--- src/verilog/swu_pkg.sv ---
package swu_pkg;

   ////////////////////////////////////////////////////////////
   // word format
   ////////////////////////////////////////////////////////////

   localparam int SIMD     = 2;
   localparam int PREC     = 8;
   localparam int WORD_W   = SIMD * PREC;
   localparam int CHANNELS = 2;

   ////////////////////////////////////////////////////////////
   // image and kernel geometry
   ////////////////////////////////////////////////////////////

   localparam int IFM_W  = 7;
   localparam int IFM_H  = 7;
   localparam int KERNEL = 3;
   localparam int STRIDE = 2;
   localparam int OFM_W  = (IFM_W - KERNEL) / STRIDE + 1;
   localparam int OFM_H  = (IFM_H - KERNEL) / STRIDE + 1;

   // derived sizes, all counted in words
   localparam int ROW_WORDS   = IFM_W * CHANNELS;
   localparam int FRAME_WORDS = ROW_WORDS * IFM_H;
   localparam int BUF_ROWS    = KERNEL + STRIDE - 1;
   localparam int BUF_WORDS   = BUF_ROWS * ROW_WORDS;
   localparam int WIN_WORDS   = KERNEL * KERNEL * CHANNELS;

   localparam int ADDR_W = $clog2(BUF_WORDS);
   // one extra code so a full frame count still fits
   localparam int FIDX_W = $clog2(FRAME_WORDS + 1);

   // counter widths of the window position
   localparam int OROW_W = (OFM_H > 1) ? $clog2(OFM_H) : 1;
   localparam int OCOL_W = (OFM_W > 1) ? $clog2(OFM_W) : 1;
   localparam int K_W    = (KERNEL > 1) ? $clog2(KERNEL) : 1;
   localparam int CH_W   = (CHANNELS > 1) ? $clog2(CHANNELS) : 1;

   typedef logic [WORD_W-1:0] word_t;

   typedef struct packed {
      logic [OROW_W-1:0] ofm_row;
      logic [OCOL_W-1:0] ofm_col;
      logic [K_W-1:0]    kh;
      logic [K_W-1:0]    kw;
      logic [CH_W-1:0]   ch;
   } win_pos_s;

   typedef struct packed {
      logic [ADDR_W-1:0] addr;
      logic [FIDX_W-1:0] fidx;
      logic              last;
   } rd_req_s;

endpackage

--- src/verilog/line_buffer_ram.sv ---
`timescale 1ns/1ps

module line_buffer_ram import swu_pkg::*; (
   input  logic              clk,
   input  logic              wr_en_i,
   input  logic [ADDR_W-1:0] wr_addr_i,
   input  word_t             wr_data_i,
   input  logic              rd_en_i,
   input  logic [ADDR_W-1:0] rd_addr_i,
   output word_t             rd_data_o
);

   // BUF_ROWS image rows, used as a ring
   word_t mem [BUF_WORDS];

   ////////////////////////////////////////////////////////////
   // write port
   ////////////////////////////////////////////////////////////

   always_ff @(posedge clk) begin
      if (wr_en_i) begin
         mem[wr_addr_i] <= wr_data_i;
      end
   end

   ////////////////////////////////////////////////////////////
   // read port
   ////////////////////////////////////////////////////////////

   // output holds its word until the next read
   always_ff @(posedge clk) begin
      if (rd_en_i) begin
         rd_data_o <= mem[rd_addr_i];
      end
   end

endmodule

--- src/verilog/window_addr_gen.sv ---
`timescale 1ns/1ps

module window_addr_gen import swu_pkg::*; (
   input  logic     clk,
   input  logic     resetn,
   input  logic     read_fire_i,
   output win_pos_s pos_o,
   output rd_req_s  req_o
);

   win_pos_s pos;

   logic ch_end;
   logic kw_end;
   logic kh_end;
   logic col_end;
   logic row_end;

   logic [FIDX_W-1:0] row_idx;
   logic [FIDX_W-1:0] col_idx;
   logic [FIDX_W-1:0] fidx;

   ////////////////////////////////////////////////////////////
   // counter end flags
   ////////////////////////////////////////////////////////////

   assign ch_end  = pos.ch == CH_W'(CHANNELS - 1);
   assign kw_end  = pos.kw == K_W'(KERNEL - 1);
   assign kh_end  = pos.kh == K_W'(KERNEL - 1);
   assign col_end = pos.ofm_col == OCOL_W'(OFM_W - 1);
   assign row_end = pos.ofm_row == OROW_W'(OFM_H - 1);

   ////////////////////////////////////////////////////////////
   // frame index and circular address
   ////////////////////////////////////////////////////////////

   // input row of this word, scaled to words
   assign row_idx = FIDX_W'((pos.ofm_row * STRIDE + pos.kh) * ROW_WORDS);
   // input column of this word, scaled to words
   assign col_idx = FIDX_W'((pos.ofm_col * STRIDE + pos.kw) * CHANNELS);

   assign fidx = row_idx + col_idx + FIDX_W'(pos.ch);

   assign req_o.fidx = fidx;
   assign req_o.addr = ADDR_W'(fidx % BUF_WORDS);
   assign req_o.last = row_end & col_end & kh_end & kw_end & ch_end;

   assign pos_o = pos;

   ////////////////////////////////////////////////////////////
   // position counters
   ////////////////////////////////////////////////////////////

   // order from inner to outer: ch, kw, kh, ofm_col, ofm_row
   always_ff @(posedge clk) begin
      if (!resetn) begin
         pos <= '0;
      end else if (read_fire_i) begin
         if (req_o.last) begin
            // next frame starts at the first window
            pos <= '0;
         end else begin
            pos.ch <= ch_end ? '0 : pos.ch + 1'b1;
            if (ch_end) begin
               pos.kw <= kw_end ? '0 : pos.kw + 1'b1;
               if (kw_end) begin
                  pos.kh <= kh_end ? '0 : pos.kh + 1'b1;
                  if (kh_end) begin
                     pos.ofm_col <= col_end ? '0 : pos.ofm_col + 1'b1;
                     // the last row only ends together with last
                     if (col_end) begin
                        pos.ofm_row <= pos.ofm_row + 1'b1;
                     end
                  end
               end
            end
         end
      end
   end

endmodule

--- src/verilog/swu_ctrl.sv ---
`timescale 1ns/1ps

module swu_ctrl import swu_pkg::*; (
   input  logic              clk,
   input  logic              resetn,
   input  logic              in_valid_i,
   input  win_pos_s          pos_i,
   input  rd_req_s           req_i,
   input  logic              room_i,
   output logic              in_ready_o,
   output logic              wr_en_o,
   output logic [ADDR_W-1:0] wr_addr_o,
   output logic              read_fire_o
);

   // words accepted in the current frame
   logic [FIDX_W-1:0] wr_count;
   // wr_count modulo BUF_WORDS, kept as a wrapping pointer
   logic [ADDR_W-1:0] wr_addr;
   // high for one cycle after the last read of a frame
   logic              restart;

   logic [FIDX_W-1:0] oldest;
   logic [FIDX_W-1:0] span;
   logic              credit_ok;
   logic              frame_open;
   logic              data_ready;

   ////////////////////////////////////////////////////////////
   // write side and credit
   ////////////////////////////////////////////////////////////

   // first frame index still needed by the current window row
   assign oldest = FIDX_W'(pos_i.ofm_row * STRIDE * ROW_WORDS);

   // words held that a window may still read
   assign span = wr_count - oldest;

   // a new write must not land on the oldest needed word
   assign credit_ok  = span < BUF_WORDS;
   assign frame_open = wr_count < FRAME_WORDS;

   assign in_ready_o = credit_ok & frame_open;
   assign wr_en_o    = in_valid_i & in_ready_o;
   assign wr_addr_o  = wr_addr;

   always_ff @(posedge clk) begin
      if (!resetn || restart) begin
         wr_count <= '0;
         wr_addr  <= '0;
      end else if (wr_en_o) begin
         wr_count <= wr_count + 1'b1;
         if (wr_addr == ADDR_W'(BUF_WORDS - 1)) begin
            wr_addr <= '0;
         end else begin
            wr_addr <= wr_addr + 1'b1;
         end
      end
   end

   ////////////////////////////////////////////////////////////
   // read gating
   ////////////////////////////////////////////////////////////

   // the requested word must already be in the buffer
   assign data_ready = req_i.fidx < wr_count;

   // no read in the restart cycle, the window is already back at zero
   // while wr_count still holds the old frame
   assign read_fire_o = data_ready & room_i & ~restart;

   ////////////////////////////////////////////////////////////
   // frame restart
   ////////////////////////////////////////////////////////////

   // window_addr_gen wraps on the same fire, see req_i.last there
   always_ff @(posedge clk) begin
      if (!resetn) begin
         restart <= 1'b0;
      end else begin
         restart <= read_fire_o & req_i.last;
      end
   end

endmodule

--- src/verilog/out_stage.sv ---
`timescale 1ns/1ps

module out_stage import swu_pkg::*; (
   input  logic  clk,
   input  logic  resetn,
   input  logic  push_i,
   input  word_t data_i,
   input  logic  out_ready_i,
   output word_t out_data_o,
   output logic  out_valid_o,
   output logic  room_o
);

   // q is the head seen by the consumer, r the second entry
   word_t q_data;
   word_t r_data;
   logic  q_vld;
   logic  r_vld;
   // read strobe aligned with the RAM output
   logic  push_d;

   logic       pop;
   logic       q_free;
   logic       q_take_r;
   logic       q_take_in;
   logic       r_take_in;
   logic [1:0] held;

   ////////////////////////////////////////////////////////////
   // steering
   ////////////////////////////////////////////////////////////

   assign pop    = q_vld & out_ready_i;
   assign q_free = pop | ~q_vld;

   // r is older than the word coming in, so it goes first
   assign q_take_r  = q_free & r_vld;
   assign q_take_in = q_free & ~r_vld & push_d;
   assign r_take_in = push_d & ~q_take_in;

   // words held plus the one still in the RAM register
   assign held   = {1'b0, q_vld} + {1'b0, r_vld} + {1'b0, push_d};
   assign room_o = held < 2'd2;

   assign out_data_o  = q_data;
   assign out_valid_o = q_vld;

   ////////////////////////////////////////////////////////////
   // registers
   ////////////////////////////////////////////////////////////

   always_ff @(posedge clk) begin
      if (!resetn) begin
         push_d <= 1'b0;
         q_vld  <= 1'b0;
         r_vld  <= 1'b0;
      end else begin
         push_d <= push_i;
         if (q_free) begin
            q_vld <= r_vld | push_d;
         end
         if (r_take_in) begin
            r_vld <= 1'b1;
         end else if (q_take_r) begin
            r_vld <= 1'b0;
         end
      end
   end

   always_ff @(posedge clk) begin
      if (q_take_r) begin
         q_data <= r_data;
      end else if (q_take_in) begin
         q_data <= data_i;
      end
      if (r_take_in) begin
         r_data <= data_i;
      end
   end

endmodule

--- src/verilog/swu_top.sv ---
`timescale 1ns/1ps

module swu_top import swu_pkg::*; (
   input  logic  clk,
   input  logic  resetn,
   input  word_t in_data_i,
   input  logic  in_valid_i,
   output logic  in_ready_o,
   output word_t out_data_o,
   output logic  out_valid_o,
   input  logic  out_ready_i
);

   logic              wr_en;
   logic [ADDR_W-1:0] wr_addr;
   logic              read_fire;
   logic              room;
   word_t             rd_data;
   win_pos_s          win_pos;
   rd_req_s           rd_req;

   swu_ctrl u_ctrl (
      .clk         (clk),
      .resetn      (resetn),
      .in_valid_i  (in_valid_i),
      .pos_i       (win_pos),
      .req_i       (rd_req),
      .room_i      (room),
      .in_ready_o  (in_ready_o),
      .wr_en_o     (wr_en),
      .wr_addr_o   (wr_addr),
      .read_fire_o (read_fire)
   );

   window_addr_gen u_addr_gen (
      .clk         (clk),
      .resetn      (resetn),
      .read_fire_i (read_fire),
      .pos_o       (win_pos),
      .req_o       (rd_req)
   );

   line_buffer_ram u_ram (
      .clk       (clk),
      .wr_en_i   (wr_en),
      .wr_addr_i (wr_addr),
      .wr_data_i (in_data_i),
      .rd_en_i   (read_fire),
      .rd_addr_i (rd_req.addr),
      .rd_data_o (rd_data)
   );

   // the read strobe is delayed inside out_stage to line up with rd_data
   out_stage u_out (
      .clk         (clk),
      .resetn      (resetn),
      .push_i      (read_fire),
      .data_i      (rd_data),
      .out_ready_i (out_ready_i),
      .out_data_o  (out_data_o),
      .out_valid_o (out_valid_o),
      .room_o      (room)
   );

endmodule

--- config.mk ---
export PLATFORM = sky130hd
export DESIGN_NAME = swu_top
export DESIGN_NICKNAME = d
export VERILOG_FILES = /design/src/verilog/swu_pkg.sv /design/src/verilog/line_buffer_ram.sv /design/src/verilog/window_addr_gen.sv /design/src/verilog/swu_ctrl.sv /design/src/verilog/out_stage.sv /design/src/verilog/swu_top.sv
export SDC_FILE = /design/constraint.sdc
export NUM_CORES = 1
export LEC_CHECK = 0
export ABC_CLOCK_PERIOD_IN_PS = 5150
export BUFFER_PORTS_ARGS = -buffer_cell sky130_fd_sc_hd__buf_2
export CORE_MARGIN = 3
export CORE_UTILIZATION = 57
export DETAILED_ROUTE_END_ITERATION = 12
export MAX_ROUTING_LAYER = met4
export PLACE_DENSITY_LB_ADDON = 0.25
export RECOVER_POWER = 50
export SYNTH_ARGS = -nofsm -noshare
export SYNTH_HDL_FRONTEND = slang
export SYNTH_SLANG_ARGS = --single-unit
export TNS_END_PERCENT = 50
--- constraint.sdc ---
create_clock -name clk -period 5.15 [get_ports clk]
set_input_delay 0.2575 -clock clk [delete_from_list [all_inputs] [get_ports clk]]
set_output_delay 0.2575 -clock clk [all_outputs]
set_load 0.05 [all_outputs]
==> key figures, run 1 <==
Synth
  – Mapped Cells: 2136
  – Top cell type's share of synthesized area: 69.9%
  – Post-synth EDFFs: 944
  – Synth area leader: edfxtp_1
  – Syn Nets: 2190
  – Syn_area_per_cell: 19.0 sq um
  – Top cells by area, synth: edfxtp_1 70%, mux4_2 12%, mux2_2 2.6%
  – Ys async rst share: 0%
  – Yosys warning total: 0
  – Sequential cell area fraction in the yosys report: 71.1%
  – Dominant synthesized flop cell: edfxtp_1
  – Unique masters post-synth: 75
  – Synthesized cell area: 40600 sq um
  – Register bit total from synthesis: 970

Floorplan
  – Total core area: 70300 sq um
  – Io pins: 38
  – Die height: 273 um
  – Starting density of the core: 57.8%
  – Row cnt: 97
  – Die Wd: 273 um
  – DIE AREA: 74400 sq um

Worst setup path
  – Worst-case reg-to-reg path depth: 19
  – Worst R2R Setup Slack: 170 ps
  – R2R Path Start: u_addr_gen.pos_o[4]$_SDFFE_PN0P_
  – Crit. Startpoint: u_addr_gen.pos_o[4]$_SDFFE_PN0P_
  – Startpoint types: flop
  – RR Endpoint: u_ram.rd_data_o[10]$_DFFE_PP_
  – Setup crit end: u_ram.rd_data_o[10]$_DFFE_PP_
  – Crit path kind: reg -> reg
  – Critical Path AT: 5340 ps
  – Largest fanout on the critical path: 52
  – Critical Path RT: 5510 ps
  – Crit path capture type: flop

Route
  – Initial DRT Pass Iterations: 6
  – Vias: 21419
  – Initial DRC count: 2643
  – Routed len/inst: 28.7 um
  – Final WL: 93.3 mm
  – Via-to-Cell Ratio: 6.59
  – Antenna Violating Nets Remaining: 0
  – DRC: 0

Clock tree
  – H-tree Lvls: 3
  – Worst-case clock buffer depth: 3
  – Clk_lat worst skew: 640 ps
  – Clk slew on worst S/H paths: 70 ps
  – Clk sinks: 970
  – Num CTS Buffers: 95
  – Postcts setup bufs: 0
  – CTS tree: done
  – Root Buffer: clkbuf_16

Placement
  – HPWL Detailed: 55.1 mm
  – Placed inst area: 42200 sq um
  – Cell count after placement: 3072
  – Port Buf Inserts: 37
  – Gp weighted congestion: 0.969

Global route
  – Layer with the highest usage: met2
  – First-pass GRT wire length: 139 mm
  – GR Util met3: 3.55%
  – Grt ovf: 0
  – Vias in the first global route: 21181
  – Total GRT Usage: 26.3%
  – Met1 usage: 38.6%
  – Global-route track usage on met2: 39.5%
  – Initial antenna violation count: 1
  – Largest net degree at the start of global routing: 88

Layout
  – N_diodes: 0
  – Final cell count without fillers: 3252
  – Layout area overhead: 12.0%
  – Post-layout instance area: 45400 sq um
  – Most common cell after layout, fill and taps aside: edfxtp_1
  – Final nets: 2286
  – Finished Core Util: 64.7%
  – # fillers: 4643
  – Commonest non-fill, non-tap cells in the layout: 944 x edfxtp_1, 224 x mux4_2, 112 x nor2_1, 98 x clkbuf_16
  – Share of cells above drive strength 1: 25.8%

Timing
  – Max Slew Vio Count: 912
  – Worst-Margin Slew: 2890 ps
  – Tcrit/Tclk final: 96.7%
  – Max transition margin: -92.4%
  – Setup violators final: 0
  – Setup tns final: 0 ps
  – Clk_skew: 24.4 ps
  – Final worst path period need: 4980 ps
  – Final hold violation count: 0
  – FMAX: 201 MHz

Power
  – Total power: 19.6 mW
  – Leak: 14.0 nW
  – Worst VDD drop: 0.329 mV
  – Pwr Density: 432 nW/um^2

Status
  – Failing checks: max-capacitance violations, max-slew violations
  – Outcome: finished with violations

Min path
  – Hold_sp: in_valid_i
  – Hold WC Path Type: in -> reg

Job
  – Max Cap Violations: 16
per-stage QoR:
step,hold WS [ps],setup slack [ps]
2_1_floorplan,356,65.3
5_1_grt,215,-31.9
6_report,232,172
3_5_place_dp,469,32.9
4_1_cts,181,35.6
3_3_place_gp,477,105
cells by family after synthesis:
| family | after synthesis | share of synthesized area [%] |
|---|---|---|
| AO/OA/AOI/OAI | 277 | 5.30 |
| XOR/XNOR | 16 | 0.364 |
| adder cells (fa/ha/maj) | 34 | 1.12 |
| buffers and inverters | 168 | 1.86 |
| flip-flops | 970 | 71.1 |
| multiplexers | 375 | 16.4 |
| AND/OR/NAND/NOR | 296 | 3.77 |
worst min-delay path by stage:
stage	end	cells past startpoint
floorplan	u_ram.mem[0][0]$_DFFE_PP_	0
global placement	u_out.r_data[10]$_DFFE_PP_	0
detailed placement	u_out.r_data[10]$_DFFE_PP_	0
CTS	u_ctrl.wr_addr_o[1]$_SDFFE_PP0P_	4
global route	u_ctrl.wr_addr_o[1]$_SDFFE_PP0P_	4
finish	u_ctrl.wr_addr_o[1]$_SDFFE_PP0P_	4
flip-flops by register name, indices dropped and copies added, names as in the netlist:
name,cells
u_addr_gen.pos_o,8
u_out.r_vld,1
u_out.out_data_o,16
u_ram.mem,896
u_addr_gen.ch_end,1
u_ctrl.wr_addr_o,6
u_ram.rd_data_o,16
u_out.out_valid_o,1
u_out.r_data,16
u_ctrl.wr_count,7
u_ctrl.restart,1
u_out.push_d,1
cells in the mapped netlist (9+ instances only):
library cell and number:
o311ai_1 15, mux4_2 224, o21a_1 17, nor2b_1 15, o2111ai_1 17, edfxtp_1 944, inv_1 24, buf_1 11
nand2_1 38, dfxtp_1 26, nor3_1 17, a21oi_1 26, nor2_1 113, a22oi_1 16, or3_1 19, ha_1 30
o22ai_1 16, buf_2 51, o211ai_1 49, o21ai_0 35, o221ai_1 16, nand4_1 22, xnor2_1 11, clkbuf_1 72
mux2i_1 56, and2_1 9, or4_1 31, a221o_1 32, mux2_2 95
layout make-up:
cell class | count | area [sq um] | area share, %
clock buffers | 114 | 2510 | 5.53
flip-flops and latches | 970 | 28900 | 63.5
inverters | 24 | 91.3 | 0.201
clock inverters | 63 | 672 | 1.48
multi-input cells | 998 | 11000 | 24.3
repair buffers | 143 | 1080 | 2.39
well taps | 940 | 1180 | 2.59
power breakdown:
group	internal [mW]	switching [mW]	leakage [nW]
logic	1.70	1.94	3.70
clock network	4.18	2.84	1.55
registers	8.85	0.122	8.72
total	14.7	4.90	14.0
critical path, stage by stage, from the launching register on:
cell and delay [ps]:
dfxtp_1 390, ha_1 220, inv_1 50, ha_1 300, inv_1 60, fa_1 480
inv_1 50, ha_1 230, fa_1 450, ha_2 230, a2111oi_4 350, a211oi_1 140
o211ai_4 250, buf_12 190, o21ai_4 70, buf_12 210, or4_1 480, nand4_1 110
a221o_1 270, o211ai_1 130
layer usage:
| metal | share of wire (%) | vias up | wire, um |
|---|---|---|---|
| met2 | 48 | 933 | 44500 |
| met1 | 43 | 11237 | 40000 |
| met3 | 6.7 | 150 | 6260 |
| met4 | 2.7 | 0 | 2490 |
| met5 | 0 | - | 0 |
| li1 | - | 9099 | - |
repair_timing:
item / CTS / global route
setup endpoints to repair: 1 / 16
resized for setup: 1 / 7
pin swaps: 0 / 1
endpoints found under the hold margin: 11 / 0
cloned: 0 / 0
hold buffers: 3 / 0
Power figures use the tool's default switching activity.
==> run 2, diff against run 1 <==
--- a/config.mk
+++ b/config.mk
@@ -13,6 +13,7 @@
 export MAX_ROUTING_LAYER = met4
 export PLACE_DENSITY_LB_ADDON = 0.25
 export RECOVER_POWER = 50
+export SETUP_SLACK_MARGIN = 0.4
 export SYNTH_ARGS = -nofsm -noshare
 export SYNTH_HDL_FRONTEND = slang
 export SYNTH_SLANG_ARGS = --single-unit
==> key figures, run 2 (synthesis gave the netlist of run 1 again) <==
Timing
  – Clk_skew: 18.0 ps
  – Max transition margin: -94.6%
  – Max Slew Vio Count: 912
  – Worst-Margin Slew: 2920 ps
  – Tcrit/Tclk final: 90.0%
  – Final worst path period need: 4630 ps
  – FMAX: 216 MHz
  – Setup violators final: 0
  – Final hold violation count: 0
  – RSZ-0062 raised after global routing: false
  – Setup tns final: 0 ps

Placement
  – Port Buf Inserts: 37
  – Placed inst area: 42300 sq um
  – Gp weighted congestion: 0.892
  – HPWL Detailed: 55.3 mm

Clock tree
  – Num CTS Buffers: 97
  – Clk sinks: 970
  – CTS tree: done
  – Clk_lat worst skew: 650 ps
  – Clk slew on worst S/H paths: 60 ps
  – H-tree Lvls: 3
  – Root Buffer: clkbuf_16
  – Worst-case clock buffer depth: 3

Route
  – Antenna Violating Nets Remaining: 0
  – Initial DRC count: 2378
  – Initial DRT Pass Iterations: 5
  – DRC: 0
  – Final WL: 93.9 mm
  – Vias: 21369
  – Routed len/inst: 28.8 um
  – Via-to-Cell Ratio: 6.57

Floorplan
  – Die height: 273 um
  – Starting density of the core: 57.8%
  – Row cnt: 97
  – Io pins: 38
  – DIE AREA: 74400 sq um
  – Die Wd: 273 um
  – Total core area: 70300 sq um

Power
  – Clock power frac: 35.4%
  – Switching Fraction: 25.3%
  – Total power: 19.7 mW
  – Worst VDD drop: 0.373 mV
  – Gate power share: 18.8%
  – Leak: 14.0 nW
  – Pwr Density: 432 nW/um^2
  – Power share of the sequential group: 45.8%
  – Internal: 14.7 mW
  – NetSw: 4.98 mW

Worst setup path
  – Critical Path AT: 5010 ps
  – Worst-case reg-to-reg path depth: 19
  – Crit path kind: reg -> reg
  – RR Endpoint: u_ram.rd_data_o[2]$_DFFE_PP_
  – Startpoint types: flop
  – Largest fanout on the critical path: 19
  – Worst R2R Setup Slack: 520 ps
  – Critical Path RT: 5520 ps
  – R2R Path Start: u_addr_gen.pos_o[7]$_SDFFE_PN0P_
  – Crit path capture type: flop

Layout
  – Final nets: 2294
  – Layout area overhead: 12.5%
  – Largest register FFs: 896
  – Share of cells above drive strength 1: 26.2%
  – Commonest non-fill, non-tap cells in the layout: 944 x edfxtp_1, 224 x mux4_2, 112 x nor2_1, 99 x clkbuf_16, 93 x buf_4
  – Finished Core Util: 65.0%
  – Most common cell after layout, fill and taps aside: edfxtp_1
  – Post-layout instance area: 45600 sq um
  – # fillers: 4597
  – Reg with most FFs: u_ram.mem

Global route
  – Initial antenna violation count: 0
  – First-pass GRT wire length: 140 mm
  – Largest net degree at the start of global routing: 88
  – Vias in the first global route: 21174
  – Total GRT Usage: 26.3%
  – Grt ovf: 0

Job
  – Max Cap Violations: 16

Min path
  – Hold WC Path Type: in -> reg
  – Hold_sp: in_valid_i
  – Hold Path Stages: 4
  – Endpoint, Worst Hold: u_ctrl.wr_count[0]$_SDFFE_PP0P_

Status
  – Failing checks: max-capacitance violations, max-slew violations
  – Outcome: finished with violations
-- run 2: changes by cell type in the layout (fill, tap and decap cells not counted), moves of 4 or more --
cell      previous run  this run
clkbuf_1            49        58
clkinv_2            19        12
clkbuf_8             0         4
clkinv_1            22        12
-- run 2: worst max path at each step --
stage                                     startpoint                             to  slack, ps
global route        u_addr_gen.pos_o[7]$_SDFFE_PN0P_   u_ram.rd_data_o[6]$_DFFE_PP_        370
detailed placement  u_addr_gen.pos_o[7]$_SDFFE_PN0P_  u_ram.rd_data_o[15]$_DFFE_PP_        290
global placement    u_addr_gen.pos_o[7]$_SDFFE_PN0P_  u_ram.rd_data_o[15]$_DFFE_PP_        330
finish              u_addr_gen.pos_o[7]$_SDFFE_PN0P_   u_ram.rd_data_o[2]$_DFFE_PP_        520
floorplan           u_addr_gen.pos_o[7]$_SDFFE_PN0P_      u_ctrl.restart$_SDFF_PN0_        430
CTS                 u_addr_gen.pos_o[7]$_SDFFE_PN0P_   u_ram.rd_data_o[4]$_DFFE_PP_        400
-- run 2: area by class of cell --
type	instances	area (sq um)	area share [%]
Multi-Input combinational cell	998	11100	24.4
Inverter	24	90.1	0.197
Antenna cell	1	2.50	0.00548
Tap cell	940	1180	2.58
Timing Repair Buffer	149	1200	2.64
Clock inverter	45	558	1.22
Sequential cell	970	28900	63.3
Clock buffer	127	2600	5.70
-- run 2: worst max-delay path, cell delays in order, from the launching register on --
cell,delay (ps)
dfxtp_4,380
ha_4,140
inv_1,60
ha_4,270
inv_1,50
fa_1,480
inv_1,50
ha_2,190
fa_1,440
xor2_4,290
nor2_1,70
a2111o_1,380
buf_4,220
o21a_4,200
buf_4,170
clkbuf_16,180
or3_1,360
nand4_1,130
a221o_1,200
o211ai_1,110
-- run 2: layer usage --
metal | up-vias | track usage (%) | part of all wire (%)
met5 | - | - | 0
met4 | 0 | 7.16 | 2.4
met3 | 125 | 3.44 | 7.0
met2 | 938 | 39.3 | 47
met1 | 11191 | 38.9 | 43
li1 | 9115 | - | -
-- run 2: power by group through the flow --
stage	clock network, mW	registers [mW]	logic, mW
after floorplan	0	9.12	2.57
after CTS	7.10	9.01	3.76
after global placement	0	9.17	3.70
final	6.97	9.03	3.69
after detailed placement	0	9.18	3.73
after global routing	7.41	9.04	3.95
-- run 2: per-stage QoR --
step	hold slack, ps	std cells	worst slack (ps)
2_1_floorplan	356	2136	430
3_3_place_gp	482	3069	330
3_5_place_dp	486	3069	286
4_1_cts	205	3247	400
5_1_grt	261	3253	372
6_report	249	3254	516
-- run 2: repair_timing --
action / 4_1_cts / 5_1_grt
endpoints found under the hold margin: 10 / 0
gates resized for setup: 5 / 10
setup endpoints to repair: 16 / 39
pin swaps: 0 / 5
buffers inserted: 2 / 5
cloned: 1 / 1
hold buffers: 3 / 0
==> run 3, diff against run 2 <==
--- a/config.mk
+++ b/config.mk
@@ -7,13 +7,13 @@
 export LEC_CHECK = 0
 export ABC_CLOCK_PERIOD_IN_PS = 5150
 export BUFFER_PORTS_ARGS = -buffer_cell sky130_fd_sc_hd__buf_2
-export CORE_MARGIN = 3
+export CORE_MARGIN = 2
 export CORE_UTILIZATION = 57
 export DETAILED_ROUTE_END_ITERATION = 12
 export MAX_ROUTING_LAYER = met4
 export PLACE_DENSITY_LB_ADDON = 0.25
 export RECOVER_POWER = 50
-export SETUP_SLACK_MARGIN = 0.4
+export SETUP_SLACK_MARGIN = 0.5
 export SYNTH_ARGS = -nofsm -noshare
 export SYNTH_HDL_FRONTEND = slang
 export SYNTH_SLANG_ARGS = --single-unit
==> key figures, run 3 (synthesis gave the netlist of run 1 again) <==
Clock tree
  – Root Buffer: clkbuf_16
  – Worst-case clock buffer depth: 3
  – Clk slew on worst S/H paths: 60 ps
  – CTS tree: done
  – H-tree Lvls: 3
  – Num CTS Buffers: 95
  – Clk sinks: 970
  – Clk_lat worst skew: 670 ps

Power
  – Pwr Density: 427 nW/um^2
  – Worst VDD drop: 0.320 mV
  – Total power: 19.5 mW
  – Leak: 14.0 nW

Placement
  – Placed inst area: 42200 sq um
  – HPWL Detailed: 54.5 mm
  – Gp weighted congestion: 0.920
  – Pre-CTS setup slack: 198 ps
  – Cell count after placement: 3059
  – Port Buf Inserts: 37

Route
  – DRC: 0
  – Via-to-Cell Ratio: 6.61
  – Vias: 21509
  – Antenna Violating Nets Remaining: 0
  – Final WL: 94.3 mm
  – Initial DRT Pass Iterations: 7
  – Routed len/inst: 29.0 um
  – Initial DRC count: 2219

Timing
  – Setup tns final: 0 ps
  – FMAX: 220 MHz
  – Tcrit/Tclk final: 88.2%
  – Max Slew Vio Count: 912
  – Max transition margin: -98.3%
  – Hold Worst Slack: 247 ps
  – Final setup margin: 610 ps
  – Final hold violation count: 0
  – Worst-Margin Slew: 2980 ps
  – Final worst path period need: 4540 ps
  – Setup violators final: 0
  – Clk_skew: 31.4 ps
  – RSZ-0062 raised after global routing: false

Layout
  – Commonest non-fill, non-tap cells in the layout: 944 x edfxtp_1, 224 x mux4_2, 112 x nor2_1, 100 x clkbuf_16, 94 x mux2_2
  – Most common cell after layout, fill and taps aside: edfxtp_1
  – N_diodes: 0
  – Largest register FFs: 896
  – Layout area overhead: 12.4%
  – Post-layout instance area: 45600 sq um
  – # fillers: 4632
  – Finished Core Util: 64.9%
  – Reg with most FFs: u_ram.mem
  – Share of cells above drive strength 1: 26.8%
  – Final nets: 2292
  – Final cell count without fillers: 3254

Global route
  – First-pass GRT wire length: 139 mm
  – Initial antenna violation count: 1
  – Vias in the first global route: 20960
  – Grt ovf: 0
  – Total GRT Usage: 26.6%
  – Largest net degree at the start of global routing: 70

Min path
  – Hold WC Path Type: in -> reg

Worst setup path
  – Startpoint types: flop
  – Crit path capture type: flop
  – Critical Path AT: 4920 ps
  – Largest fanout on the critical path: 17
  – Critical Path RT: 5530 ps
  – Crit path kind: reg -> reg

Floorplan
  – Die height: 271 um
  – Total core area: 70300 sq um
  – Starting density of the core: 57.8%
  – Row cnt: 97
  – Io pins: 38
  – Die Wd: 271 um
  – DIE AREA: 73300 sq um

Job
  – Max Cap Violations: 16

Status
  – Failing checks: max-capacitance violations, max-slew violations
  – Outcome: finished with violations
[run 3: cell types whose count changed in the layout (fill, tap and decap cells not counted), sizes merged]
cell | before | now
clkbuf | 161 | 154
inv | 28 | 27
clkinv | 27 | 38
o21a | 18 | 19
dlygate4sd3 | 3 | 2
clkinvlp | 3 | 5
bufinv | 11 | 8
diode | 1 | 0
buf | 112 | 111
[run 3: worst paths after layout]
check,from,to,slack (ps),depth (start not counted)
worst max-delay path,u_addr_gen.pos_o[7]$_SDFFE_PN0P_,u_ram.rd_data_o[10]$_DFFE_PP_,610,19
worst max register to register,u_addr_gen.pos_o[7]$_SDFFE_PN0P_,u_ram.rd_data_o[10]$_DFFE_PP_,610,19
worst min-delay path,in_valid_i,u_ctrl.wr_count[0]$_SDFFE_PP0P_,250,4
worst min register to register,u_ram.rd_data_o[8]$_DFFE_PP_,u_out.r_data[8]$_DFFE_PP_,500,0
[run 3: where the power goes]
part | internal [mW] | switching, mW | leakage [nW]
clock network | 3.93 | 2.91 | 1.50
registers | 8.85 | 0.153 | 8.72
logic | 1.69 | 1.96 | 3.76
total | 14.5 | 5.03 | 14.0
[run 3: final cells by class]
class	count	area, sq um	share of cell area [%]
inverter	24	92.6	0.203
multi-input combinational	999	11200	24.5
timing repair buffer	148	1190	2.61
sequential	970	28900	63.3
clock buffer	119	2550	5.59
clock inverter	54	544	1.19
tap	940	1180	2.58
[run 3: what timing repair did]
item,4_1_cts,5_1_grt
gates resized for setup,13,15
hold buffers,2,0
setup endpoints to repair,39,40
hold endpoints to repair,10,0
cloned,2,2
setup buffers,6,10
pin swaps,2,14
[run 3: metal layers]
| layer | wire [um] | part of all wire (%) | up-vias | global-route usage (%) |
|---|---|---|---|---|
| li1 | - | - | 9110 | - |
| met1 | 41400 | 44 | 11310 | 39.8 |
| met2 | 44100 | 47 | 946 | 39.0 |
| met3 | 6240 | 6.6 | 143 | 3.04 |
| met4 | 2570 | 2.7 | 0 | 8.05 |
| met5 | 0 | 0 | - | - |
[run 3: critical path, stage by stage (launching register included)]
cell       delay (ps)
dfxtp_4           370
ha_4              140
inv_2              40
ha_4              260
inv_1              50
fa_1              470
inv_1              50
ha_2              180
fa_1              480
ha_4              210
a2111oi_4         280
a211oi_2          100
o211ai_4          270
o21ai_4           160
buf_12            180
buf_16            150
or4_1             460
nand4_1           110
a221o_1           200
o211ai_1          100
